`src/logic/kiwi_defs.svh`:
```
`ifndef KIWI_DEFS_SVH
`define KIWI_DEFS_SVH

// data path and pc width
`define KIWI_XLEN 64

// architectural integer registers
`define KIWI_NREGS 32

// bits needed to index a register
`define KIWI_REG_W 5

`endif

```
`src/logic/kiwi_pkg.sv`:
```
`include "kiwi_defs.svh"

package kiwi_pkg;

    typedef enum logic [3:0] {
        OP_ADD,
        OP_SUB,
        OP_AND,
        OP_OR,
        OP_XOR,
        OP_ADDI,
        OP_BEQ,
        OP_BNE,
        OP_ILLEGAL
    } kiwi_op_e;

    typedef struct packed {
        logic [`KIWI_XLEN-1:0] pc;
        logic [31:0]           inst;
    } fetch_pkt_t;

    // unused source indices decode to x0
    typedef struct packed {
        kiwi_op_e              op;
        logic [`KIWI_REG_W-1:0] rs1;
        logic [`KIWI_REG_W-1:0] rs2;
        logic [`KIWI_REG_W-1:0] rd;
        logic                  rd_we;
        logic                  is_branch;
        logic [`KIWI_XLEN-1:0] imm;
        logic [`KIWI_XLEN-1:0] pc;
    } dec_op_t;

    typedef struct packed {
        dec_op_t               dec;
        logic [`KIWI_XLEN-1:0] rs1_val;
        logic [`KIWI_XLEN-1:0] rs2_val;
    } exe_op_t;

    typedef struct packed {
        logic                  valid;
        logic [`KIWI_REG_W-1:0] rd;
        logic [`KIWI_XLEN-1:0] value;
    } wb_pkt_t;

    typedef struct packed {
        logic                  valid;
        logic [`KIWI_XLEN-1:0] pc;
    } redirect_t;

endpackage

```
`src/logic/kiwi_scoreboard.sv`:
```
`timescale 1ns/100ps
`include "kiwi_defs.svh"

module kiwi_scoreboard import kiwi_pkg::*; (
    input  logic      clk_i,
    input  logic      reset_i,
    input  logic      inst_valid_i,
    input  dec_op_t   op_i,
    output logic      inst_ready_o,
    output logic      issue_o,
    output logic      kill_o,
    input  wb_pkt_t   wb_i,
    input  redirect_t redirect_i
);

    logic [`KIWI_NREGS-1:0] busy;
    logic [`KIWI_NREGS-1:0] busy_nxt;
    logic                   raw_hazard;
    logic                   waw_hazard;
    // what sits in execute stage 1
    logic                   s1_we;
    logic [`KIWI_REG_W-1:0] s1_rd;

    assign raw_hazard = busy[op_i.rs1] || busy[op_i.rs2];
    // an older write to the same rd would free it too early
    assign waw_hazard = op_i.rd_we && busy[op_i.rd];

    assign inst_ready_o = !raw_hazard && !waw_hazard && !redirect_i.valid;
    assign issue_o      = inst_valid_i && inst_ready_o;

    // wrong-path op behind a taken branch
    assign kill_o = redirect_i.valid;

    always_comb begin
        busy_nxt = busy;
        if (wb_i.valid) begin
            busy_nxt[wb_i.rd] = 1'b0;
        end
        if (redirect_i.valid && s1_we) begin
            busy_nxt[s1_rd] = 1'b0;
        end
        if (issue_o && op_i.rd_we) begin
            busy_nxt[op_i.rd] = 1'b1;
        end
        busy_nxt[0] = 1'b0;
    end

    always_ff @(posedge clk_i) begin
        if (reset_i) begin
            busy  <= '0;
            s1_we <= 1'b0;
        end else begin
            busy  <= busy_nxt;
            s1_we <= issue_o && op_i.rd_we;
        end
    end

    always_ff @(posedge clk_i) begin
        s1_rd <= op_i.rd;
    end

endmodule

```
`config.mk`:
```
export PLATFORM = sky130hd
export DESIGN_NAME = kiwi_scoreboard
export DESIGN_NICKNAME = d
export VERILOG_FILES = /design/src/logic/kiwi_pkg.sv /design/src/logic/kiwi_scoreboard.sv
export VERILOG_INCLUDE_DIRS = /design/src /design/src/logic
export SDC_FILE = /design/constraint.sdc
export NUM_CORES = 1
export LEC_CHECK = 0
export ABC_AREA = 1
export BUFFER_PORTS_ARGS = -buffer_cell sky130_fd_sc_hd__buf_4
export CAP_MARGIN = 15
export CELL_PAD_IN_SITES_DETAIL_PLACEMENT = 0
export CELL_PAD_IN_SITES_GLOBAL_PLACEMENT = 2
export CORE_ASPECT_RATIO = 0.75
export CORE_MARGIN = 2
export CORE_UTILIZATION = 16
export CTS_CLUSTER_SIZE = 30
export DETAILED_ROUTE_END_ITERATION = 10
export HOLD_SLACK_MARGIN = 0.12
export PLACE_DENSITY_LB_ADDON = 0.1
export SLEW_MARGIN = 20
export SYNTH_ARGS = -nofsm -noshare
export SYNTH_HDL_FRONTEND = slang
export SYNTH_SLANG_ARGS = --single-unit
export TNS_END_PERCENT = 1
```
`constraint.sdc`:
```
create_clock -name clk_i -period 2 [get_ports clk_i]
set_input_delay 0.1 -clock clk_i [delete_from_list [all_inputs] [get_ports clk_i]]
set_output_delay 0.1 -clock clk_i [all_outputs]
set_load 0.01 [all_outputs]
```
### Word-level counts from Yosys, hierarchy flattened

Cells that the tools add are included.

| storage, ports and cells | value |
|---|---|
| RAM bits | 0 |
| flip-flop bits (word level) | 38 |
| bits in latches | 0 |
| logic and storage cells | 45 |
| memories kept | 0 |
| ROM bits | 0 |
| output and inout port bits | 3 |

| operators by class | value |
|---|---|
| reduce and logical (&&, ||, !) cells | 13 |
| $mul | 0 |
| shift operators | 0 |
| equality and inequality tests | 0 |
| magnitude comparators | 8 |
| bitwise operators | 5 |
| divide/modulo/power cells | 0 |
| muxes and demuxes | 15 |
| add/subtract/negate cells | 0 |

Operator list:

| cell | number |
|---|---|
| $mux W32 | 3 |
| $and A32 B32 Y32 | 2 |
| $not A32 Y32 | 2 |
| $or A32 B32 Y32 | 1 |
| $lt A5 B6 Y1 const B | 5 |
| $bmux W1 S5 | 3 |
| $demux W1 S5 | 3 |
| $ge A5 B1 Y1 const B | 3 |
| $logic_and A1 B1 Y1 | 9 |
| $mux W1 | 6 |
| $logic_not A1 Y1 | 3 |
| $logic_or A1 B1 Y1 | 1 |

### Depth between registers and ports, before layout

Gate-level depths: netlist of the first run.

| logic depth | value |
|---|---|
| word-level depth | 11 |
| mapped depth | 17 |
| gate-level depth less buffers | 14 |

### Least setup slack after synthesis of the first run

OpenSTA, ideal clock, no wires.

| path | value |
|---|---|
| path type | in2reg |
| start point | input port op_i[140] (netlist name) |
| end point | register busy[12] |
| path buffers | 3 |
| data required time | 1.940 ns |
| stages on the path | 16 |
| path slack | 0.484 ns |
| arrival time | 1.457 ns |
| cell sequence | buf_2 > inv_2 > buf_4 > nand2_1 > nand3_1 > nand2_1 > nand2_1 > nand3_1 > nand3_1 > nand2_1 > nor2_1 > nand2_2 > nor2_4 > buf_6 > nand3_2 > nand2_1 |

| on the way | value |
|---|---|
| word-level cells in the longest chain between the ends | 9 |

Ends and longest elaborated chain:

| element | RTL line | RTL |
|---|---|---|
| start, declared | kiwi_scoreboard.sv:8 | `input dec_op_t op_i,` |
| $bmux W1 S5 | kiwi_scoreboard.sv:24 | `assign raw_hazard = busy[op_i.rs1] \|\| busy[op_i.rs2];` |
| $mux W1 (implied by the code) | kiwi_scoreboard.sv:24 |  |
| $logic_or A1 B1 Y1 | kiwi_scoreboard.sv:24 |  |
| $logic_not A1 Y1 | kiwi_scoreboard.sv:28 | `assign inst_ready_o = !raw_hazard && !waw_hazard && !redirect_i.valid;` |
| $logic_and A1 B1 Y1 (2 in a row) | kiwi_scoreboard.sv:28 |  |
| $logic_and A1 B1 Y1 | kiwi_scoreboard.sv:29 | `assign issue_o = inst_valid_i && inst_ready_o;` |
| net issue_o | kiwi_scoreboard.sv:10 | `output logic issue_o,` |
| $logic_and A1 B1 Y1 | kiwi_scoreboard.sv:42 | `if (issue_o && op_i.rd_we) begin` |
| $mux W32 | kiwi_scoreboard.sv:42 |  |
| end signal, assigned | kiwi_scoreboard.sv:53 | `busy <= busy_nxt;` |
| end, declared | kiwi_scoreboard.sv:16 | `` logic [`KIWI_NREGS-1:0] busy; `` |

The timed path passes the listed nets, and every way through them passes these cells. The select of a mux whose other input is x is not followed.
A chain may end at the register's enable or synchronous reset.

### Worst setup path in the final report of the first run

| path | value |
|---|---|
| start point | register busy[20] |
| end point | output port issue_o |

| on the way | value |
|---|---|
| word-level cells in the longest chain between the ends | 7 |
| elaborated cells between the ends (all ways) | 13 |
| classes of those cells | mux (6); reduce/logical (7) |

Ends and longest elaborated chain:

| element | RTL line |
|---|---|
| $bmux W1 S5 (on tied branches) | kiwi_scoreboard.sv:24, kiwi_scoreboard.sv:26 |
| $mux W1 (on tied branches) | kiwi_scoreboard.sv:24, kiwi_scoreboard.sv:26 |
| $logic_or A1 B1 Y1 or $logic_and A1 B1 Y1 (tied branches) | kiwi_scoreboard.sv:24, kiwi_scoreboard.sv:26 |
| $logic_not A1 Y1 | kiwi_scoreboard.sv:28 |
| $logic_and A1 B1 Y1 (*) (2 in a row) | kiwi_scoreboard.sv:28 |
| $logic_and A1 B1 Y1 (*) | kiwi_scoreboard.sv:29 |
| end, declared | kiwi_scoreboard.sv:10 |

Every way passes the cells marked *; elsewhere a longest branch is shown, timed or not. The select of a mux whose other input is x is not followed.

==> impl_metrics.csv, run 1 <==
group,metric,value,unit
status,run_status,"finished, final reports clean",
synthesis,synth.avg_cell_area,5.81,um2
power,leakagePower,2.00,nW
cts,clock_path_buffers,2,
synthesis,ys_seq_elements,37,
grt,grt_max_degree,32,
cells_and_area,drive_above_1_share,25.9,%
drt,vias,3741,
worst_setup_path,cp_slowest_cell,"dfxtp_2",
grt,grtUsageMet2,22.9,%
timing,fin_skew,0.0111,ns
die,coreArea,0.0195,mm2
grt,grt_pass1_wl,23100,um
cells_and_area,diodes,0,
grt,grt_overflow_total,0,
die,ioPinCount,290,
power,vdd_ir_drop_max,0.000288,V
worst_setup_path,cp_max_fo,3,
placed_design,io_buffers,28,
cts,cts.clk_slew.worst_paths,0.06,ns
die,die_area,0.0212,mm2
synthesis,ys_warn_count,0,
grt,grtUsageMet1,22.1,%
cts,cts_buffers,5,
worst_setup_path,cp-end-kind,"output port",
drt,routed_via_density,4.39,
drt,drc_errors,0,
cells_and_area,fill_cells,2276,
synthesis,syn_nets,839,
hold_path,worstHoldStart,"wb_i[67]",
synthesis,yosysSeqAreaShare,23.1,%
cells_and_area,synthToLayoutAreaGrowth,31.7,%
timing,final_hold_viol_count,0,
grt,grt_pass1_vias,3829,
worst_setup_path,r2r-start,"busy[20]$_SDFF_PP0_",
timing,setup_viol_count_final,0,
grt,grt_usage,14.8,%
timing,slew_headroom,50.5,%
synthesis,synthDistinctLibCells,24,
synthesis,yosysTopAreaCell,"nand2_1",
placed_design,hpwl,12300,um
timing,tightestPinTransition,0.737,ns
cts,clk_latency,0.29,ns
worst_setup_path,critPathKind,"flop to output port",
worst_setup_path,cp.arrival,1.79,ns
die,dieWidth,168,um
timing,rsz0062_at_grt,"yes",
timing,fmax,0.528,GHz
drt,drt.antenna.violating_nets,0,
cts,cts_num_sinks,37,
worst_setup_path,path_common_cell,"nand2_2",
worst_setup_path,cp.buffers_inverters,2,
grt,top_usage_layer,"met2",
worst_setup_path,path_delay_family,"simple AND/OR/NAND/NOR gates",
grt,antenna_found_initial,0,
power,p_total,0.00216,W
synthesis,syn_inst,552,
timing,maxSlewViolCount,0,
timing,period_share,94.7,%
flow_run,max-cap-violations,0,
worst_setup_path,crit_path_start,"busy[20]$_SDFF_PP0_",
worst_setup_path,max_stage_delay,0.33,ns
drt,first_pass_iters,4,
hold_path,hold_path_class,"primary input to flop",
timing,hold_ws,0.286,ns
timing,layout_min_cycle_time,1.89,ns
die,start_util,16.5,%
synthesis,synth_top_area_share,24.7,%
cts,cts_tree,"yes",
die,die_y,127,um
drt,wl_per_cell,18.1,um
synthesis,yosys-top-cells-area,"nand2_1 25%, dfxtp_1 23%, nand3_2 9.0%, inv_1 8.8%, nand3_1 8.1%",
worst_setup_path,critPathLaunchType,"flop",
drt,drt-total-wl,15400,um
cts,cts-root-buf,"clkbuf_16",
placed_design,gp_congestion,0.828,
drt,drt_iter0_markers,299,
worst_setup_path,required,1.90,ns
cts,htreeDepth,2,
power,p_per_area,511,mW/mm2
worst_setup_path,crit_chain,"nand2_1, nand2_2, nand2_2, nand2_2, nand2_4, nand2_2, nor2_2, nand2_2, a21oi_2, nand2_2, nor2_4, buf_12, buf_6",
grt,use_met3,2.06,%
cells_and_area,nets,885,
synthesis,netlist_area,0.00321,mm2
die,row_count,44,
-- final timing paths --
| kind | to | slack (ns) | depth (start not counted) |
|---|---|---|---|
| worst max register to register | busy[30]$_SDFF_PP0_ | 0.15 | 15 |
| worst min register to register | busy[1]$_SDFF_PP0_ | 0.60 | 2 |
| worst max-delay path | issue_o | 0.11 | 13 |
| worst min-delay path | busy[20]$_SDFF_PP0_ | 0.29 | 5 |
-- through the flow --
step	utilization, %	area (um2)	TNS [ns]	setup slack (ns)	cells
floorplan	-	3210	0	0.484	552
global placement	19.5	3790	-0.358	-0.0424	832
detailed placement	19.5	3790	-0.120	-0.0274	832
CTS	21.1	4110	0	0.00310	851
global route	21.7	4230	-0.0652	-0.0199	852
finish	21.7	4230	0	0.105	852
-- where the power goes --
| group | switching [W] | internal [W] |
|---|---|---|
| combinational | 0.000299 | 0.000158 |
| clock | 0.000329 | 0.000623 |
| sequential | 0.00000893 | 0.000744 |
| total | 0.000637 | 0.00152 |
-- registers in the layout (all words and copies together) (netlist names) --
register / count
s1_rd: 5
busy: 31
s1_we: 1
-- cells by family (layout without fill, tap and decap cells) --
logic type | Yosys count | in the layout | synth area share (%)
simple gates | 365 | 365 | 51.9
flops | 37 | 37 | 23.1
compound gates | 49 | 49 | 10.8
buf+inv | 101 | 148 | 14.2
-- final cells by class --
| class | count | area [um2] | share of cell area, % |
|---|---|---|---|
| well taps | 253 | 317 | 7.49 |
| clock buffers | 6 | 139 | 3.29 |
| flip-flops and latches | 37 | 748 | 17.7 |
| inverters | 79 | 299 | 7.08 |
| multi-input cells | 414 | 2130 | 50.5 |
| clock inverters | 2 | 37.5 | 0.888 |
| repair buffers | 61 | 553 | 13.1 |
-- what timing repair did --
action                                  4_1_cts  5_1_grt
pin swaps                                     6       16
endpoints found under the setup margin        1       33
gates resized for setup                      16       47
hold buffers                                  7        0
buffers inserted                              3        1
hold endpoints to repair                      6        0
gates cloned                                  1        0
-- worst register-to-register path, cell delays in order, from the launching register on --
cell and delay, ns:
dfxtp_2 0.33, nand2_1 0.07, nand2_2 0.06, nand2_2 0.06, nand2_2 0.08, nand2_4 0.07, nand2_2 0.05, nor2_2 0.12
nand2_2 0.10, a21oi_2 0.14, nand2_2 0.09, nor2_4 0.12, buf_4 0.17, buf_16 0.18, nand3_2 0.07, nand2_1 0.08
-- Yosys cell counts, drive strengths merged --
| cell | n |
|---|---|
| o211ai | 9 |
| a211oi | 6 |
| nand2 | 212 |
| o2111ai | 2 |
| nor2 | 40 |
| clkinv | 1 |
| nor3 | 32 |
| o21ai | 7 |
| buf | 19 |
| nand3 | 81 |
| a21oi | 11 |
| a221oi | 14 |
| inv | 78 |
| clkbuf | 3 |
| dfxtp | 37 |
-- layout by cell type (no fill, tap or decap), types with 2 or more instances in the layout --
| cell type | synthesis | routed |
|---|---|---|
| nor2_4 | 1 | 2 |
| buf_4 | 3 | 47 |
| inv_2 | 2 | 22 |
| nor3_1 | 32 | 32 |
| nand2_1 | 211 | 193 |
| o2111ai_1 | 2 | 2 |
| buf_6 | 7 | 2 |
| o211ai_1 | 9 | 9 |
| a21oi_1 | 10 | 10 |
| nand3_1 | 52 | 42 |
| dfxtp_2 | 0 | 6 |
| nand2_4 | 0 | 2 |
| a221oi_1 | 14 | 14 |
| dlygate4sd3_1 | 0 | 7 |
| nor2_1 | 39 | 35 |
| clkbuf_16 | 0 | 5 |
| dfxtp_1 | 37 | 31 |
| nand3_2 | 29 | 39 |
| o21ai_0 | 7 | 6 |
| a211oi_1 | 6 | 6 |
| nor2_2 | 0 | 3 |
| nand2_2 | 1 | 17 |
| inv_1 | 75 | 55 |
| buf_12 | 0 | 4 |
-- routing by layer --
layer | wire length, um | up-vias | part of all wire [%]
met3 | 592 | 12 | 3.8
li1 | - | 1871 | -
met1 | 8040 | 1792 | 52
met4 | 138 | 0 | 0.89
met5 | 0 | - | 0
met2 | 6670 | 66 | 43
No activity file was read; power rests on OpenSTA's default activity.
==> inputs of run 2 (changes only) <==
Settings changed: PLACE_DENSITY_LB_ADDON 0.1 to 0.3.
==> impl_metrics.csv, run 2 (synthesis gave the netlist of run 1 again) <==
group,metric,value,unit
die,row_count,44,
grt,grt_pass1_vias,3864,
cts,cts_num_sinks,37,
timing,finalSetupTns,0,ns
timing,setup_viol_count_final,0,
cells_and_area,layout_common_cells,"197 x nand2_1, 56 x inv_1, 48 x nand3_1",
flow_run,max-cap-violations,0,
timing,hold_ws,0.161,ns
drt,drt.antenna.violating_nets,0,
timing,final_hold_viol_count,0,
worst_setup_path,cp_max_fo,3,
status,violations,"design-rule violations",
placed_design,io_buffers,28,
cells_and_area,drive_above_1_share,22.8,%
timing,rsz0062_at_grt,"yes",
power,switchingPower,0.000653,W
die,ioPinCount,290,
power,leakagePower,1.95,nW
placed_design,hpwl,11000,um
die,die_y,127,um
cells_and_area,final_common_cell,"nand2_1",
grt,grt_max_degree,32,
grt,grt_pass1_wl,22200,um
cts,cts.clk_slew.worst_paths,0.06,ns
cells_and_area,final_cell_area,0.00416,mm2
drt,first_pass_iters,8,
die,start_util,16.5,%
drt,drc_errors,1,
cts,clk_latency,0.29,ns
power,vdd_ir_drop_max,0.000247,V
drt,drt_iter0_markers,298,
power,netSwitchingFraction,30.0,%
power,combPwrFrac,20.9,%
worst_setup_path,required,1.90,ns
worst_setup_path,critPathKind,"flop to output port",
timing,maxSlewViolCount,0,
grt,antenna_found_initial,0,
die,die_area,0.0212,mm2
cells_and_area,top_register,"busy",
worst_setup_path,cp-end-kind,"output port",
cts,clock_path_buffers,2,
placed_design,gp_congestion,0.837,
worst_setup_path,cp.arrival,1.86,ns
timing,tightestPinTransition,0.721,ns
grt,grt_overflow_total,0,
timing,period_share,98.2,%
power,intPower,0.00152,W
cells_and_area,fill_cells,2237,
power,p_per_area,523,mW/mm2
timing,slew_headroom,51.5,%
drt,drt-total-wl,14400,um
cts,cts_tree,"yes",
drt,routed_via_density,4.52,
cells_and_area,diodes,0,
power,seqPwrFrac,34.5,%
cells_and_area,nets,878,
cts,htreeDepth,2,
die,dieWidth,168,um
cells_and_area,synthToLayoutAreaGrowth,29.7,%
timing,layout_min_cycle_time,1.96,ns
cts,cts-root-buf,"clkbuf_16",
timing,fmax,0.509,GHz
die,coreArea,0.0195,mm2
drt,vias,3817,
hold_path,hold_path_class,"primary input to flop",
placed_design,post_dp_cell_area,0.00377,mm2
power,p_clk_share,44.5,%
cells_and_area,reg_top3,"busy (31), s1_rd (5), s1_we (1)",
drt,wl_per_cell,17.1,um
status,run_status,"finished, violations left",
grt,grt_usage,13.9,%
worst_setup_path,critPathLaunchType,"flop",
cts,cts_buffers,5,
timing,fin_skew,0.00796,ns
cells_and_area,largest_reg_flops,31,
[run 2: changes by cell type in the layout (fill, tap and decap cells not counted), moves of 2 or more]
cell     before  now
buf_4        47   41
dfxtp_1      31   35
dfxtp_2       6    2
inv_2        22   20
nand2_1     193  197
nand2_2      17   13
nand3_1      42   48
nand3_2      39   33
nor2_2        3    1
nor2_4        2    4
[run 2: worst paths after layout]
check | start | cells after the start | slack (ns) | endpoint
worst max-delay path | busy[17]$_SDFF_PP0_ | 13 | 0.04 | issue_o
worst min-delay path | op_i[130] | 2 | 0.16 | s1_rd[0]$_DFF_P_
worst min register to register | busy[20]$_SDFF_PP0_ | 2 | 0.52 | busy[20]$_SDFF_PP0_
worst max register to register | busy[17]$_SDFF_PP0_ | 14 | 0.08 | busy[8]$_SDFF_PP0_
[run 2: power by group through the flow]
stage / Clock (W) / Sequential [W] / Combinational (W)
3_5_place_dp: 0 / 0.000768 / 0.000410
4_1_cts: 0.000983 / 0.000751 / 0.000442
5_1_grt: 0.00103 / 0.000752 / 0.000497
2_1_floorplan: 0 / 0.000766 / 0.000235
3_3_place_gp: 0 / 0.000768 / 0.000407
6_report: 0.000970 / 0.000752 / 0.000455
[run 2: worst max-delay path, cell delays in order (launching register included)]
cell and delay (ns):
dfxtp_1 0.31, inv_1 0.11, nand2_1 0.07, nand3_1 0.08, nand2_1 0.10, nand2_1 0.08
nand3_1 0.08, nand3_2 0.08, nand2_2 0.08, nor2_4 0.11, nand2_2 0.08, nor2_4 0.17
buf_12 0.13, buf_6 0.09
[run 2: cell type report]
| cell class | count | area (um2) | share of cell area, % |
|---|---|---|---|
| multi-input cells | 414 | 2110 | 50.8 |
| flip-flops and latches | 37 | 743 | 17.8 |
| repair buffers | 54 | 512 | 12.3 |
| well taps | 253 | 317 | 7.60 |
| inverters | 79 | 302 | 7.24 |
| clock buffers | 6 | 139 | 3.34 |
| clock inverters | 2 | 37.5 | 0.901 |
[run 2: per-layer routing]
metal / up-vias / GRT usage, % / wire length (um)
met2: 116 / 20.6 / 5980
li1: 1855 / - / -
met3: 22 / 1.97 / 684
met5: - / 0 / 0
met1: 1824 / 21.1 / 7580
met4: 0 / 2.81 / 175
[run 2: repair_timing]
| action | in CTS | in global routing |
|---|---|---|
| gates resized for setup | 15 | 36 |
| pin swaps | 1 | 11 |
| endpoints found under the hold margin | 5 | 0 |
| hold buffers | 6 | 0 |
| gates cloned | 1 | 0 |
| setup buffers | 1 | 0 |
| setup endpoints to repair | 1 | 33 |
[run 2: per-stage QoR]
step / setup WS, ns / std cells / util [%] / total power, W
floorplan: 0.484 / 552 / - / 0.00100
global placement: -0.0334 / 829 / 19.4 / 0.00117
detailed placement: -0.00681 / 829 / 19.4 / 0.00118
CTS: -0.0435 / 845 / 20.9 / 0.00218
global route: -0.0858 / 845 / 21.4 / 0.00228
finish: 0.0355 / 845 / 21.4 / 0.00218
