File: config.mk
export PLATFORM = sky130hd
export DESIGN_NAME = kiwi_alu
export DESIGN_NICKNAME = d
export VERILOG_FILES = /design/src/logic/kiwi_pkg.sv /design/src/logic/kiwi_alu.sv
export VERILOG_INCLUDE_DIRS = /design/src /design/src/logic
export SDC_FILE = /design/constraint.sdc
export NUM_CORES = 1
export LEC_CHECK = 0
export ABC_AREA = 1
export BUFFER_PORTS_ARGS = -buffer_cell sky130_fd_sc_hd__buf_2
export CAP_MARGIN = 20
export CORE_MARGIN = 3
export CORE_UTILIZATION = 30
export CTS_CLUSTER_SIZE = 10
export DETAILED_ROUTE_END_ITERATION = 7
export GPL_TIMING_DRIVEN = 0
export PLACE_DENSITY_LB_ADDON = 0.12
export SLEW_MARGIN = 20
export SYNTH_ARGS = -nofsm -noshare
export SYNTH_HDL_FRONTEND = slang
export SYNTH_SLANG_ARGS = --single-unit
File: constraint.sdc
create_clock -name clk_i -period 3.72 [get_ports clk_i]
set_input_delay 0 -clock clk_i [delete_from_list [all_inputs] [get_ports clk_i]]
set_output_delay 0 -clock clk_i [all_outputs]
set_load 0.03 [all_outputs]
File: src/logic/kiwi_defs.svh
`ifndef KIWI_DEFS_SVH
`define KIWI_DEFS_SVH

// data path and pc width
`define KIWI_XLEN 64

// architectural integer registers
`define KIWI_NREGS 32

// bits needed to index a register
`define KIWI_REG_W 5

`endif

File: src/logic/kiwi_pkg.sv
`include "kiwi_defs.svh"

package kiwi_pkg;

    typedef enum logic [3:0] {
        OP_ADD,
        OP_SUB,
        OP_AND,
        OP_OR,
        OP_XOR,
        OP_ADDI,
        OP_BEQ,
        OP_BNE,
        OP_ILLEGAL
    } kiwi_op_e;

    typedef struct packed {
        logic [`KIWI_XLEN-1:0] pc;
        logic [31:0]           inst;
    } fetch_pkt_t;

    // unused source indices decode to x0
    typedef struct packed {
        kiwi_op_e              op;
        logic [`KIWI_REG_W-1:0] rs1;
        logic [`KIWI_REG_W-1:0] rs2;
        logic [`KIWI_REG_W-1:0] rd;
        logic                  rd_we;
        logic                  is_branch;
        logic [`KIWI_XLEN-1:0] imm;
        logic [`KIWI_XLEN-1:0] pc;
    } dec_op_t;

    typedef struct packed {
        dec_op_t               dec;
        logic [`KIWI_XLEN-1:0] rs1_val;
        logic [`KIWI_XLEN-1:0] rs2_val;
    } exe_op_t;

    typedef struct packed {
        logic                  valid;
        logic [`KIWI_REG_W-1:0] rd;
        logic [`KIWI_XLEN-1:0] value;
    } wb_pkt_t;

    typedef struct packed {
        logic                  valid;
        logic [`KIWI_XLEN-1:0] pc;
    } redirect_t;

endpackage

File: src/logic/kiwi_alu.sv
`timescale 1ns/100ps
`include "kiwi_defs.svh"

module kiwi_alu import kiwi_pkg::*; (
    input  logic    clk_i,
    input  logic    reset_i,
    input  logic    issue_i,
    input  logic    kill_i,
    input  exe_op_t op_i,
    output wb_pkt_t wb_o
);

    logic                   s1_valid;
    exe_op_t                s1_op;
    logic [`KIWI_XLEN-1:0]  result;
    logic                   wb_valid_q;
    logic [`KIWI_REG_W-1:0] wb_rd_q;
    logic [`KIWI_XLEN-1:0]  wb_value_q;

    // stage 1 captures everything that is not a branch or illegal
    always_ff @(posedge clk_i) begin
        if (reset_i) begin
            s1_valid <= 1'b0;
        end else begin
            s1_valid <= issue_i && !op_i.dec.is_branch && op_i.dec.op != OP_ILLEGAL;
        end
    end

    always_ff @(posedge clk_i) begin
        if (issue_i) begin
            s1_op <= op_i;
        end
    end

    always_comb begin
        case (s1_op.dec.op)
            OP_ADD:  result = s1_op.rs1_val + s1_op.rs2_val;
            OP_SUB:  result = s1_op.rs1_val - s1_op.rs2_val;
            OP_AND:  result = s1_op.rs1_val & s1_op.rs2_val;
            OP_OR:   result = s1_op.rs1_val | s1_op.rs2_val;
            OP_XOR:  result = s1_op.rs1_val ^ s1_op.rs2_val;
            OP_ADDI: result = s1_op.rs1_val + s1_op.dec.imm;
            default: result = '0;
        endcase
    end

    // a killed stage-1 op never reaches stage 2
    always_ff @(posedge clk_i) begin
        if (reset_i) begin
            wb_valid_q <= 1'b0;
        end else begin
            wb_valid_q <= s1_valid && !kill_i && s1_op.dec.rd_we;
        end
    end

    always_ff @(posedge clk_i) begin
        wb_rd_q    <= s1_op.dec.rd;
        wb_value_q <= result;
    end

    assign wb_o = '{valid: wb_valid_q, rd: wb_rd_q, value: wb_value_q};

endmodule

# --- After elaboration in Yosys (flattened, before gate mapping) ---
# Cells that the tools add are included.
word_totals:
  output_inout_bits: 70
  input_bits: 281
  reg_bits: 273
  word_cells: 30
classes:
  addsub: 3
  n_mux: 1
  n_bitwise: 3
  eq_ne: 6
  n_reduce_logical: 7
op_table:
  columns: ["operator", "n"]
  rows:
  - ["one-hot mux 64 bit (6 select lines)", 1]
  - ["adder 64 bit", 2]
  - ["AND 64 bit", 1]
  - ["OR 64 bit", 1]
  - ["subtractor 64 bit", 1]
  - ["bitwise XOR 64 bit", 1]
  - ["equality test 4 x 2 -> 1 bit (second input constant)", 2]
  - ["equality test 4 x 3 -> 1 bit (second input constant)", 2]
  - ["equality test 4 x 1 -> 1 bit (second input constant)", 1]
  - ["logical AND 1 bit", 4]
  - ["zero test 4 bit", 1]
  - ["inequality test 4 bit (second input constant)", 1]
  - ["zero test 1 bit", 2]

# --- Longest topological paths before layout ---
# Gate-level depths: netlist of the first run.
logic_depth:
  word_depth: 3
  ltp_mapped: 27

# --- Worst setup path before layout of the first run ---
# OpenSTA, ideal clock, no wires.
synth_timing:
  path_kind: "register to register"
  startpoint: "register s1_op[1] (netlist name)"
  endpoint: "register wb_value_q[61]"
  n_path_buf: 0
  t_arrival_ns: 2.924
  stages_incl_launch_ff: 24
  setup_slack_ns: 0.675
  cell_sequence: "edfxtp_1 inv_1 ha_1 nand2_1 nor2_2 nand2_2 nor2_2 nand2_1 nor2_2 nand2_1 o21ai_1 nand3_1 a22oi_1 ha_1 a21oi_1 o21ai_0 inv_1 o21ai_0 a21oi_1 nor2_1 nor2_1 nand3_1 nand3_1 nand2_1"
synth_between:
  elab_chain_cells: 2
  elab_cells_between_ends: 3
synth_lines:
  columns: ["item", "line", "source"]
  rows:
  - ["from (decl)", "kiwi_alu.sv:14", "exe_op_t s1_op;"]
  - ["from (signal assigned)", "kiwi_alu.sv:31", "s1_op <= op_i;"]
  - ["subtractor 64 bit or adder 64 bit (tied branches)", "kiwi_alu.sv:38, kiwi_alu.sv:37", null]
  - ["one-hot mux 64 bit (6 select lines) (*)", "kiwi_alu.sv:36", "case (s1_op.dec.op)"]
  - ["named net result[61]", "kiwi_alu.sv:15", "logic [`KIWI_XLEN-1:0] result;"]
  - ["to (signal assigned)", "kiwi_alu.sv:58", "wb_value_q <= result;"]
  - ["to (decl)", "kiwi_alu.sv:18", "logic [`KIWI_XLEN-1:0] wb_value_q;"]
# The timed path passes the listed nets; every way through them passes the cells marked *.
# A chain may end at the register's enable or synchronous reset.

# --- Worst setup path in the final report of the first run ---
layout_timing:
  startpoint: "register s1_op[21] (netlist name)"
  endpoint: "register wb_value_q[55]"
# Same word-level chain as after synthesis.

==> metrics.txt, run 1 <==
# TYPE chip_impl_metric gauge
chip_impl_info{name="outcome",value="finished with violations"} 1
chip_impl_info{name="failed_checks",value="negative setup slack"} 1
chip_impl_metric{name="detail_route.wirelength",unit="um"} 91500
chip_impl_metric{name="via_per_inst",unit=""} 5.12
chip_impl_metric{name="ir_drop",unit="mV"} 0.341
chip_impl_info{name="clockRootBuffer",value="clkbuf_16"} 1
chip_impl_metric{name="timing.clock.skew",unit="ps"} 30.6
chip_impl_info{name="synthTopCellsByCount",value="557 x nand2_1, 312 x inv_1, 280 x nor2_1"} 1
chip_impl_metric{name="relative_contribution_of_the_clock_network_to_total_power",unit="%"} 24.7
chip_impl_metric{name="die_y",unit="um"} 258
chip_impl_metric{name="final.fill_count",unit=""} 6125
chip_impl_metric{name="gp_congestion",unit=""} 0.979
chip_impl_info{name="post_synth_main_area_contributors",value="edfxtp_1 32%, ha_1 14%, nand2_1 11%"} 1
chip_impl_metric{name="detailedRoute.firstPassIterationCount",unit=""} 5
chip_impl_metric{name="setup_ws",unit="ps"} -178
chip_impl_metric{name="p_per_area",unit="nW/um^2"} 384
chip_impl_metric{name="synth-edff-count",unit=""} 202
chip_impl_metric{name="initial_antenna_violation_count",unit=""} 1
chip_impl_metric{name="clk-insertion-delay-late",unit="ps"} 610
chip_impl_metric{name="gr-total-overflow",unit=""} 0
chip_impl_metric{name="crit_path_max_fanout",unit=""} 5
chip_impl_metric{name="switch_share",unit="%"} 38.4
chip_impl_metric{name="tritoncts.num_buffers",unit=""} 31
chip_impl_metric{name="worst-endpoint-arrival",unit="ps"} 4360
chip_impl_metric{name="synthCells",unit=""} 2414
chip_impl_info{name="rsz0062_at_grt",value="yes"} 1
chip_impl_metric{name="power_frac_seq",unit="%"} 33.8
chip_impl_metric{name="hpwl",unit="um"} 72200
chip_impl_metric{name="final_layout_size_suffix_gt1_share",unit="%"} 37.9
chip_impl_metric{name="tightest_slew",unit="ps"} 1060
chip_impl_metric{name="cell_internal_pwr",unit="uW"} 7010
chip_impl_metric{name="synth.lib_cells_used.distinct",unit=""} 58
chip_impl_metric{name="report.final.setup_viol",unit=""} 13
chip_impl_metric{name="wire_length_of_the_first_global_routing_pass",unit="um"} 131000
chip_impl_metric{name="initial_utilization",unit="%"} 30.6
chip_impl_metric{name="maximum_clock_frequency",unit="GHz"} 0.257
chip_impl_metric{name="hold_depth",unit=""} 2
chip_impl_metric{name="io_buffers",unit=""} 276
chip_impl_metric{name="synth.ff_latch_count",unit=""} 273
chip_impl_info{name="cts_tree",value="yes"} 1
chip_impl_metric{name="cp_data_required_time",unit="ps"} 4180
chip_impl_metric{name="synth_sequential_area_ratio",unit="%"} 39.3
chip_impl_metric{name="clock_sinks",unit=""} 273
chip_impl_metric{name="synthesis.area",unit="um^2"} 19100
chip_impl_metric{name="postSynthNetCount",unit=""} 2904
chip_impl_metric{name="ys_warn_count",unit=""} 0
chip_impl_metric{name="grt_start_max_net_pins",unit=""} 101
chip_impl_info{name="regToRegEndpoint",value="wb_value_q[55]"} 1
chip_impl_metric{name="register_clock_pin_slew_on_the_reported_worst_setup_and_hold_paths",unit="ps"} 60
chip_impl_info{name="setup.worst_path.end_class",value="flip-flop"} 1
chip_impl_metric{name="period_share",unit="%"} 105
chip_impl_metric{name="leakage",unit="uW"} 0.0129
chip_impl_info{name="synth_most_common_cell",value="nand2_1"} 1
chip_impl_metric{name="post-route-drc-count",unit=""} 0
chip_impl_info{name="hold_path_startpoint",value="op_i[38]"} 1
chip_impl_info{name="yosys_most_used_dff",value="edfxtp_1"} 1
chip_impl_metric{name="drt.antenna.violating_nets",unit=""} 0
chip_impl_metric{name="rrSetupSlack",unit="ps"} -180
chip_impl_metric{name="num_rows",unit=""} 91
chip_impl_metric{name="top_level_ports",unit=""} 351
chip_impl_metric{name="worst-r2r-cell-count",unit=""} 21
chip_impl_info{name="hold_class",value="primary input to flip-flop"} 1
chip_impl_metric{name="first_global_vias",unit=""} 19900
chip_impl_info{name="hold_path_end",value="s1_op[38]"} 1
chip_impl_metric{name="vias",unit=""} 20300
chip_impl_metric{name="mean_area_per_synthesized_cell",unit="um^2"} 7.89
chip_impl_metric{name="multi_input_area",unit="um^2"} 13500
chip_impl_metric{name="area.sequential",unit="um^2"} 7490
chip_impl_metric{name="max_slew_margin",unit="%"} 29.2
chip_impl_metric{name="net-switching-power",unit="uW"} 4360
chip_impl_metric{name="synth-async-reset-ratio",unit="%"} 0
chip_impl_metric{name="routed_wire_length_per_instance",unit="um"} 23.0
chip_impl_info{name="cp-start-kind",value="flip-flop"} 1
chip_impl_metric{name="synth_largest_type_area_fraction",unit="%"} 31.8
chip_impl_metric{name="postLayoutCellArea",unit="um^2"} 29600
chip_impl_metric{name="first_iter_violations",unit=""} 1460
chip_impl_metric{name="fp.dieW",unit="um"} 258
chip_impl_metric{name="place_area",unit="um^2"} 21600
chip_impl_metric{name="coreArea",unit="um^2"} 62300
chip_impl_metric{name="layout.nets",unit=""} 3599
chip_impl_info{name="netlist.top_cell.by_area",value="edfxtp_1"} 1
chip_impl_metric{name="slew_violations",unit=""} 0
chip_impl_metric{name="comb_power_share",unit="%"} 41.4
chip_impl_metric{name="p_total",unit="uW"} 11400
chip_impl_metric{name="grt_util_all_layers",unit="%"} 26.4
chip_impl_metric{name="hold_viol_final",unit=""} 0
chip_impl_info{name="worst-setup-path-type",value="flip-flop to flip-flop"} 1
chip_impl_metric{name="htree_num_levels",unit=""} 1
chip_impl_metric{name="cap_viol_max_count",unit=""} 0
chip_impl_metric{name="timing.final.crit_period",unit="ps"} 3900
chip_impl_metric{name="worst_hold_slack",unit="ps"} 93.7
chip_impl_metric{name="die_area",unit="um^2"} 66600
chip_impl_info{name="critical_path.reg2reg.startpoint",value="s1_op[21]"} 1
chip_impl_metric{name="synthToLayoutAreaGrowth",unit="%"} 55.3
chip_impl_metric{name="cts_max_path_buffers",unit=""} 3
==> critical path, cell delays in order (launching register included) <==
cell and delay (ps):
edfxtp_1 530, buf_4 200, inv_2 90, nand4_1 120, buf_4 190, nor2_4 170, nand2_4 120, nor3_4 260
or2_4 180, nand3_1 70, a22oi_2 230, ha_4 270, nand2_4 100, nor2_2 50, inv_2 200, nor2_2 130
a21oi_4 210, nor2_1 90, nor2_2 220, nand3_1 130, nand3_2 110, nand2_1 70
==> kinds of logic (layout without fill, tap and decap cells) <==
family	after synthesis	after routing	share of synthesized area, %
other	0	2	0
AND/OR/NAND/NOR	1148	1148	26.0
flip-flops	273	273	39.3
AO/OA/AOI/OAI	410	410	13.3
buffers and inverters	369	1086	7.42
adder cells (fa/ha/maj)	209	209	13.8
XOR/XNOR	5	5	0.230
==> per-layer routing <==
metal | track usage [%] | part of all wire (%) | up-vias
met5 | 0 | 0 | -
met4 | 7.38 | 3.6 | 0
met3 | 3.34 | 6.4 | 136
met2 | 42.4 | 45 | 743
met1 | 37.3 | 45 | 9874
li1 | - | - | 9567
==> per-stage QoR <==
step	utilization [%]	TNS [ps]	instances	setup slack (ps)
final	47.5	-689	3970	-178
after global routing	47.5	-4190	3969	-245
after CTS	43.3	-279	3904	-40.5
after detailed placement	34.6	-61760	3530	-1470
after global placement	34.5	-78600	3527	-1660
after floorplan	-	0	2414	675
==> sequential cells by signal, indices dropped and copies added, names as in the netlist <==
signal / flops
s1_valid: 1
wb_valid_q: 1
wb_value_q: 64
wb_rd_q: 5
s1_op: 202
==> layout by cell type, fill, tap and decap left out, drive strengths merged, types with 50 or more instances in the layout <==
| cell | n |
|---|---|
| a22oi | 50 |
| dlygate4sd3 | 207 |
| edfxtp | 202 |
| a21oi | 172 |
| inv | 318 |
| o21ai | 95 |
| nand2 | 568 |
| ha | 208 |
| buf | 476 |
| clkbuf | 80 |
| dfxtp | 71 |
| nor2 | 301 |
| nand3 | 173 |
==> power groups by stage <==
stage / sequential, uW / combinational (uW) / clock [uW]
floorplan: 4050 / 1680 / 0
global placement: 3900 / 3120 / 0
detailed placement: 3890 / 3150 / 0
CTS: 3830 / 3860 / 2910
global route: 3880 / 5030 / 3040
finish: 3850 / 4710 / 2810
==> repair_timing <==
action	CTS	global route
pin swaps	87	143
hold endpoints to repair	228	0
setup buffers	113	64
gates resized for setup	423	504
hold buffers	207	0
setup endpoints to repair	59	51
==> layout make-up <==
cell class	count	area share, %
Antenna cell	2	0.0169
Multi-Input combinational cell	1772	45.5
Sequential cell	273	25.3
Clock inverter	2	0.169
Clock buffer	53	2.90
Tap cell	837	3.54
Inverter	321	4.21
Timing Repair Buffer	663	17.3
Buffer	47	1.03
==> worst max-delay path by stage <==
stage,from,to,slack [ps],cells after the start
final,s1_op[21],wb_value_q[55],-180,21
after global routing,s1_op[12],wb_value_q[48],-250,22
after CTS,s1_op[1],wb_value_q[41],-40,22
after detailed placement,s1_op[0],wb_value_q[63],-1470,18
after global placement,s1_op[44],wb_value_q[63],-1660,19
after floorplan,s1_op[1],wb_value_q[61],670,23
Power figures use the tool's default switching activity.
==> inputs of run 2 (changes only) <==
--- a/config.mk
+++ b/config.mk
@@ -6,9 +6,10 @@
 export SDC_FILE = /design/constraint.sdc
 export NUM_CORES = 1
 export LEC_CHECK = 0
-export ABC_AREA = 1
+export ABC_AREA = 0
 export BUFFER_PORTS_ARGS = -buffer_cell sky130_fd_sc_hd__buf_2
 export CAP_MARGIN = 20
+export CORE_ASPECT_RATIO = 2
 export CORE_MARGIN = 3
 export CORE_UTILIZATION = 30
 export CTS_CLUSTER_SIZE = 10
==> run 2 against run 1 <==
Net effect:
- the run still ends with negative setup slack left
- sequential power rose by 2%
- maximum frequency fell by 27%
- critical path depth rose by 2
- largest cell class unchanged
- power fell by 4.7%
- highest routed layer unchanged
- sequential share of layout area rose by 3.2 points
==> metrics.txt, run 2 <==
# TYPE chip_impl_metric gauge
chip_impl_info{name="hold_path_end",value="s1_op[2]"} 1
chip_impl_metric{name="power_frac_seq",unit="%"} 36.1
chip_impl_metric{name="comb_power_share",unit="%"} 37.6
chip_impl_metric{name="tritoncts.num_buffers",unit=""} 31
chip_impl_metric{name="setup_tns",unit="ps"} -54260
chip_impl_metric{name="htree_num_levels",unit=""} 1
chip_impl_metric{name="synth.lib_cells_used.distinct",unit=""} 71
chip_impl_metric{name="wire_length_of_the_first_global_routing_pass",unit="um"} 110000
chip_impl_metric{name="cts_max_path_buffers",unit=""} 3
chip_impl_info{name="post_synth_main_area_contributors",value="edfxtp_1 36%, ha_1 15%, dfxtp_1 8.3%"} 1
chip_impl_metric{name="final_layout_size_suffix_gt1_share",unit="%"} 35.3
chip_impl_metric{name="synthToLayoutAreaGrowth",unit="%"} 54.3
chip_impl_info{name="clockRootBuffer",value="clkbuf_16"} 1
chip_impl_metric{name="initial_antenna_violation_count",unit=""} 1
chip_impl_info{name="commonest_non_fill_non_tap_cell_in_the_layout",value="buf_2"} 1
chip_impl_info{name="netlist.top_cell.by_area",value="edfxtp_1"} 1
chip_impl_metric{name="synth-edff-count",unit=""} 202
chip_impl_metric{name="hold_viol_final",unit=""} 0
chip_impl_metric{name="grt_util_all_layers",unit="%"} 24.5
chip_impl_info{name="outcome",value="finished with violations"} 1
chip_impl_metric{name="crit_path_max_fanout",unit=""} 5
chip_impl_info{name="worst-setup-path-type",value="flip-flop to flip-flop"} 1
chip_impl_info{name="yosys_most_used_dff",value="edfxtp_1"} 1
chip_impl_metric{name="hpwl",unit="um"} 55000
chip_impl_metric{name="synth_largest_type_area_fraction",unit="%"} 35.6
chip_impl_info{name="hold_path_startpoint",value="op_i[2]"} 1
chip_impl_metric{name="finish.utilization",unit="%"} 46.8
chip_impl_metric{name="mean_area_per_synthesized_cell",unit="um^2"} 10.1
chip_impl_metric{name="top_level_ports",unit=""} 351
chip_impl_metric{name="insertedDiodeCount",unit=""} 0
chip_impl_metric{name="routed_wire_length_per_instance",unit="um"} 23.9
chip_impl_metric{name="maximum_clock_frequency",unit="GHz"} 0.188
chip_impl_metric{name="via_per_inst",unit=""} 5.28
chip_impl_info{name="regToRegEndpoint",value="wb_value_q[58]"} 1
chip_impl_info{name="largestRegisters",value="s1_op: 202 flops, wb_value_q: 64 flops, wb_rd_q: 5 flops"} 1
chip_impl_metric{name="area.sequential",unit="um^2"} 7490
chip_impl_metric{name="gr-total-overflow",unit=""} 0
chip_impl_metric{name="final.fill_count",unit=""} 5285
chip_impl_metric{name="largest_register_ff_count",unit=""} 202
chip_impl_info{name="layout.cells.most_common_list",value="276 x buf_2, 207 x dlygate4sd3_1, 202 x edfxtp_1"} 1
chip_impl_metric{name="ir_drop",unit="mV"} 0.287
chip_impl_info{name="critical_path.reg2reg.startpoint",value="s1_op[1]"} 1
chip_impl_metric{name="grt_start_max_net_pins",unit=""} 90
chip_impl_metric{name="layout.nets",unit=""} 2888
chip_impl_metric{name="period_share",unit="%"} 143
chip_impl_metric{name="initial_utilization",unit="%"} 30.3
chip_impl_metric{name="max_slew_margin",unit="%"} 34.4
chip_impl_metric{name="slew_violations",unit=""} 0
chip_impl_metric{name="synth.ff_latch_count",unit=""} 273
chip_impl_metric{name="p_per_area",unit="nW/um^2"} 412
chip_impl_metric{name="net-switching-power",unit="uW"} 3840
chip_impl_metric{name="first_iter_violations",unit=""} 1055
chip_impl_info{name="hold_class",value="primary input to flip-flop"} 1
chip_impl_metric{name="yosys.area_share.adder",unit="%"} 15.4
chip_impl_info{name="synth_most_common_cell",value="ha_1"} 1
chip_impl_metric{name="leakage",unit="uW"} 0.0111
chip_impl_info{name="failed_checks",value="negative setup slack"} 1
chip_impl_metric{name="io_buffers",unit=""} 276
chip_impl_metric{name="postSynthNetCount",unit=""} 2175
chip_impl_metric{name="synthXorXnorAreaFrac",unit="%"} 3.03
chip_impl_metric{name="clock_sinks",unit=""} 273
chip_impl_metric{name="cap_viol_max_count",unit=""} 0
chip_impl_metric{name="die_area",unit="um^2"} 59900
chip_impl_metric{name="post-route-drc-count",unit=""} 0
chip_impl_metric{name="rrSetupSlack",unit="ps"} -1600
chip_impl_metric{name="simple_logic_cell_fraction_of_the_synthesized_area",unit="%"} 10.7
chip_impl_info{name="rsz0062_at_grt",value="yes"} 1
chip_impl_metric{name="timing.clock.skew",unit="ps"} 29.7
chip_impl_metric{name="first_global_vias",unit=""} 17400
chip_impl_info{name="setup.worst_path.end_class",value="flip-flop"} 1
chip_impl_metric{name="clk-insertion-delay-late",unit="ps"} 610
chip_impl_metric{name="finalNonFillerCells",unit=""} 3172
chip_impl_info{name="cp-start-kind",value="flip-flop"} 1
chip_impl_metric{name="relative_contribution_of_the_clock_network_to_total_power",unit="%"} 26.3
chip_impl_metric{name="setup_ws",unit="ps"} -1600
chip_impl_metric{name="ys_warn_count",unit=""} 0
chip_impl_metric{name="cp_data_required_time",unit="ps"} 4160
chip_impl_metric{name="switch_share",unit="%"} 35.5
chip_impl_metric{name="synthMuxAreaShare",unit="%"} 0.470
chip_impl_metric{name="register_clock_pin_slew_on_the_reported_worst_setup_and_hold_paths",unit="ps"} 60
chip_impl_metric{name="synthCells",unit=""} 1685
chip_impl_metric{name="drt.antenna.violating_nets",unit=""} 0
chip_impl_metric{name="synth-async-reset-ratio",unit="%"} 0
chip_impl_metric{name="worst-endpoint-arrival",unit="ps"} 5750
chip_impl_metric{name="coreArea",unit="um^2"} 56200
chip_impl_metric{name="die_y",unit="um"} 343
chip_impl_metric{name="tightest_slew",unit="ps"} 984
chip_impl_metric{name="multi_input_area",unit="um^2"} 10700
chip_impl_info{name="synthTopCellsByCount",value="208 x ha_1, 202 x edfxtp_1, 149 x inv_1"} 1
chip_impl_metric{name="vias",unit=""} 16800
chip_impl_info{name="max_flop_register",value="s1_op"} 1
chip_impl_metric{name="total_placed_cells_including_tap_cells",unit=""} 2714
chip_impl_info{name="cts_tree",value="yes"} 1
chip_impl_metric{name="synthesis.area",unit="um^2"} 17000
chip_impl_metric{name="fp.dieW",unit="um"} 175
chip_impl_metric{name="hold_depth",unit=""} 2
chip_impl_metric{name="timing.final.crit_period",unit="ps"} 5320
chip_impl_metric{name="cell_internal_pwr",unit="uW"} 6990
chip_impl_metric{name="detailedRoute.firstPassIterationCount",unit=""} 5
chip_impl_metric{name="synth_sequential_area_ratio",unit="%"} 43.9
chip_impl_metric{name="report.final.setup_viol",unit=""} 52
chip_impl_metric{name="detail_route.wirelength",unit="um"} 75700
chip_impl_metric{name="num_rows",unit=""} 123
chip_impl_metric{name="synthesized_area_fraction_occupied_by_ao_oa_aoi_and_oai_cells",unit="%"} 21.1
chip_impl_info{name="synth_top_family_by_area",value="compound AO/OA/AOI/OAI gates"} 1
chip_impl_metric{name="worst-r2r-cell-count",unit=""} 23
chip_impl_metric{name="gp_congestion",unit=""} 0.965
[run 2: cell count changes in the layout (fill, tap and decap cells not counted), sizes merged, moves of 41 or more]
cell    delta
nand2    -473
o221ai    +51
nand3    -143
inv      -169
nor2     -221
a21oi     -41
[run 2: kinds of logic after synthesis]
kind of cell | Yosys count
muxes | 8
adders and majority gates | 209
xor gates and xnor gates | 59
DFF | 273
and+or+nand+nor | 366
buffers and inverters | 226
AOI/OAI and AO/OA | 544
[run 2: worst max-delay path by stage]
| stage | startpoint | to | slack [ps] | depth (start not counted) |
|---|---|---|---|---|
| after floorplan | s1_op[1] | wb_value_q[58] | -1000 | 21 |
| after detailed placement | s1_op[274] | wb_value_q[55] | -3090 | 18 |
| after global placement | s1_op[274] | wb_value_q[55] | -3440 | 18 |
| final | s1_op[1] | wb_value_q[58] | -1600 | 23 |
| after CTS | s1_op[10] | wb_value_q[62] | -1500 | 22 |
| after global routing | s1_op[0] | wb_value_q[62] | -1770 | 22 |
[run 2: cell type report]
class | count | area share, %
Buffer | 64 | 1.89
Clock buffer | 56 | 3.42
Clock inverter | 1 | 0.0333
Inverter | 149 | 2.14
Multi-Input combinational cell | 1186 | 40.6
Sequential cell | 273 | 28.5
Tap cell | 750 | 3.57
Timing Repair Buffer | 693 | 19.9
[run 2: layer usage]
metal  GRT usage (%)  vias to the layer above  share of wire (%)
li1                -                     7797                  -
met2            46.9                      652                 53
met3            2.39                      215                4.4
met5               0                        -                  0
met1            26.2                     8093                 36
met4            13.0                        0                6.7
[run 2: per-stage QoR]
step                hold WS [ps]  instance area (um^2)  power [uW]  worst slack, ps
detailed placement           168                 19800        6840            -3090
global route                90.5                 26300       11300            -1770
floorplan                   75.7                 17400        5720            -1000
finish                      92.0                 26300       10800            -1600
CTS                         53.5                 25400       10600            -1500
global placement             162                 19700        6840            -3440
[run 2: repair_timing]
action                                 CTS  global route
setup buffers                          155            55
resized for setup                      349            97
setup endpoints to repair               61            55
hold buffers                           207             0
endpoints found under the hold margin  243             0
pin swaps                              118            72
[run 2: critical path, cell delays in order (launching register included)]
cell and delay, ps:
edfxtp_1 460, inv_2 120, ha_4 130, nor3b_4 280, nand3_4 170, nor4_4 380, nand2_4 170, buf_6 150
nor2_2 90, nor3_1 50, a21oi_1 150, o22ai_2 130, ha_4 300, nand2_2 90, or4_4 570, or4_4 580
a311oi_4 230, buf_6 170, o31ai_4 120, nor4_4 250, nor2_4 100, o21bai_1 180, xnor2_1 150, o221ai_1 130
[run 2: power by group through the flow]
stage | sequential (uW) | combinational (uW) | clock, uW
2_1_floorplan | 4150 | 1570 | 0
3_3_place_gp | 3990 | 2850 | 0
3_5_place_dp | 3970 | 2870 | 0
4_1_cts | 3910 | 3750 | 2950
5_1_grt | 3940 | 4340 | 3050
6_report | 3910 | 4080 | 2840
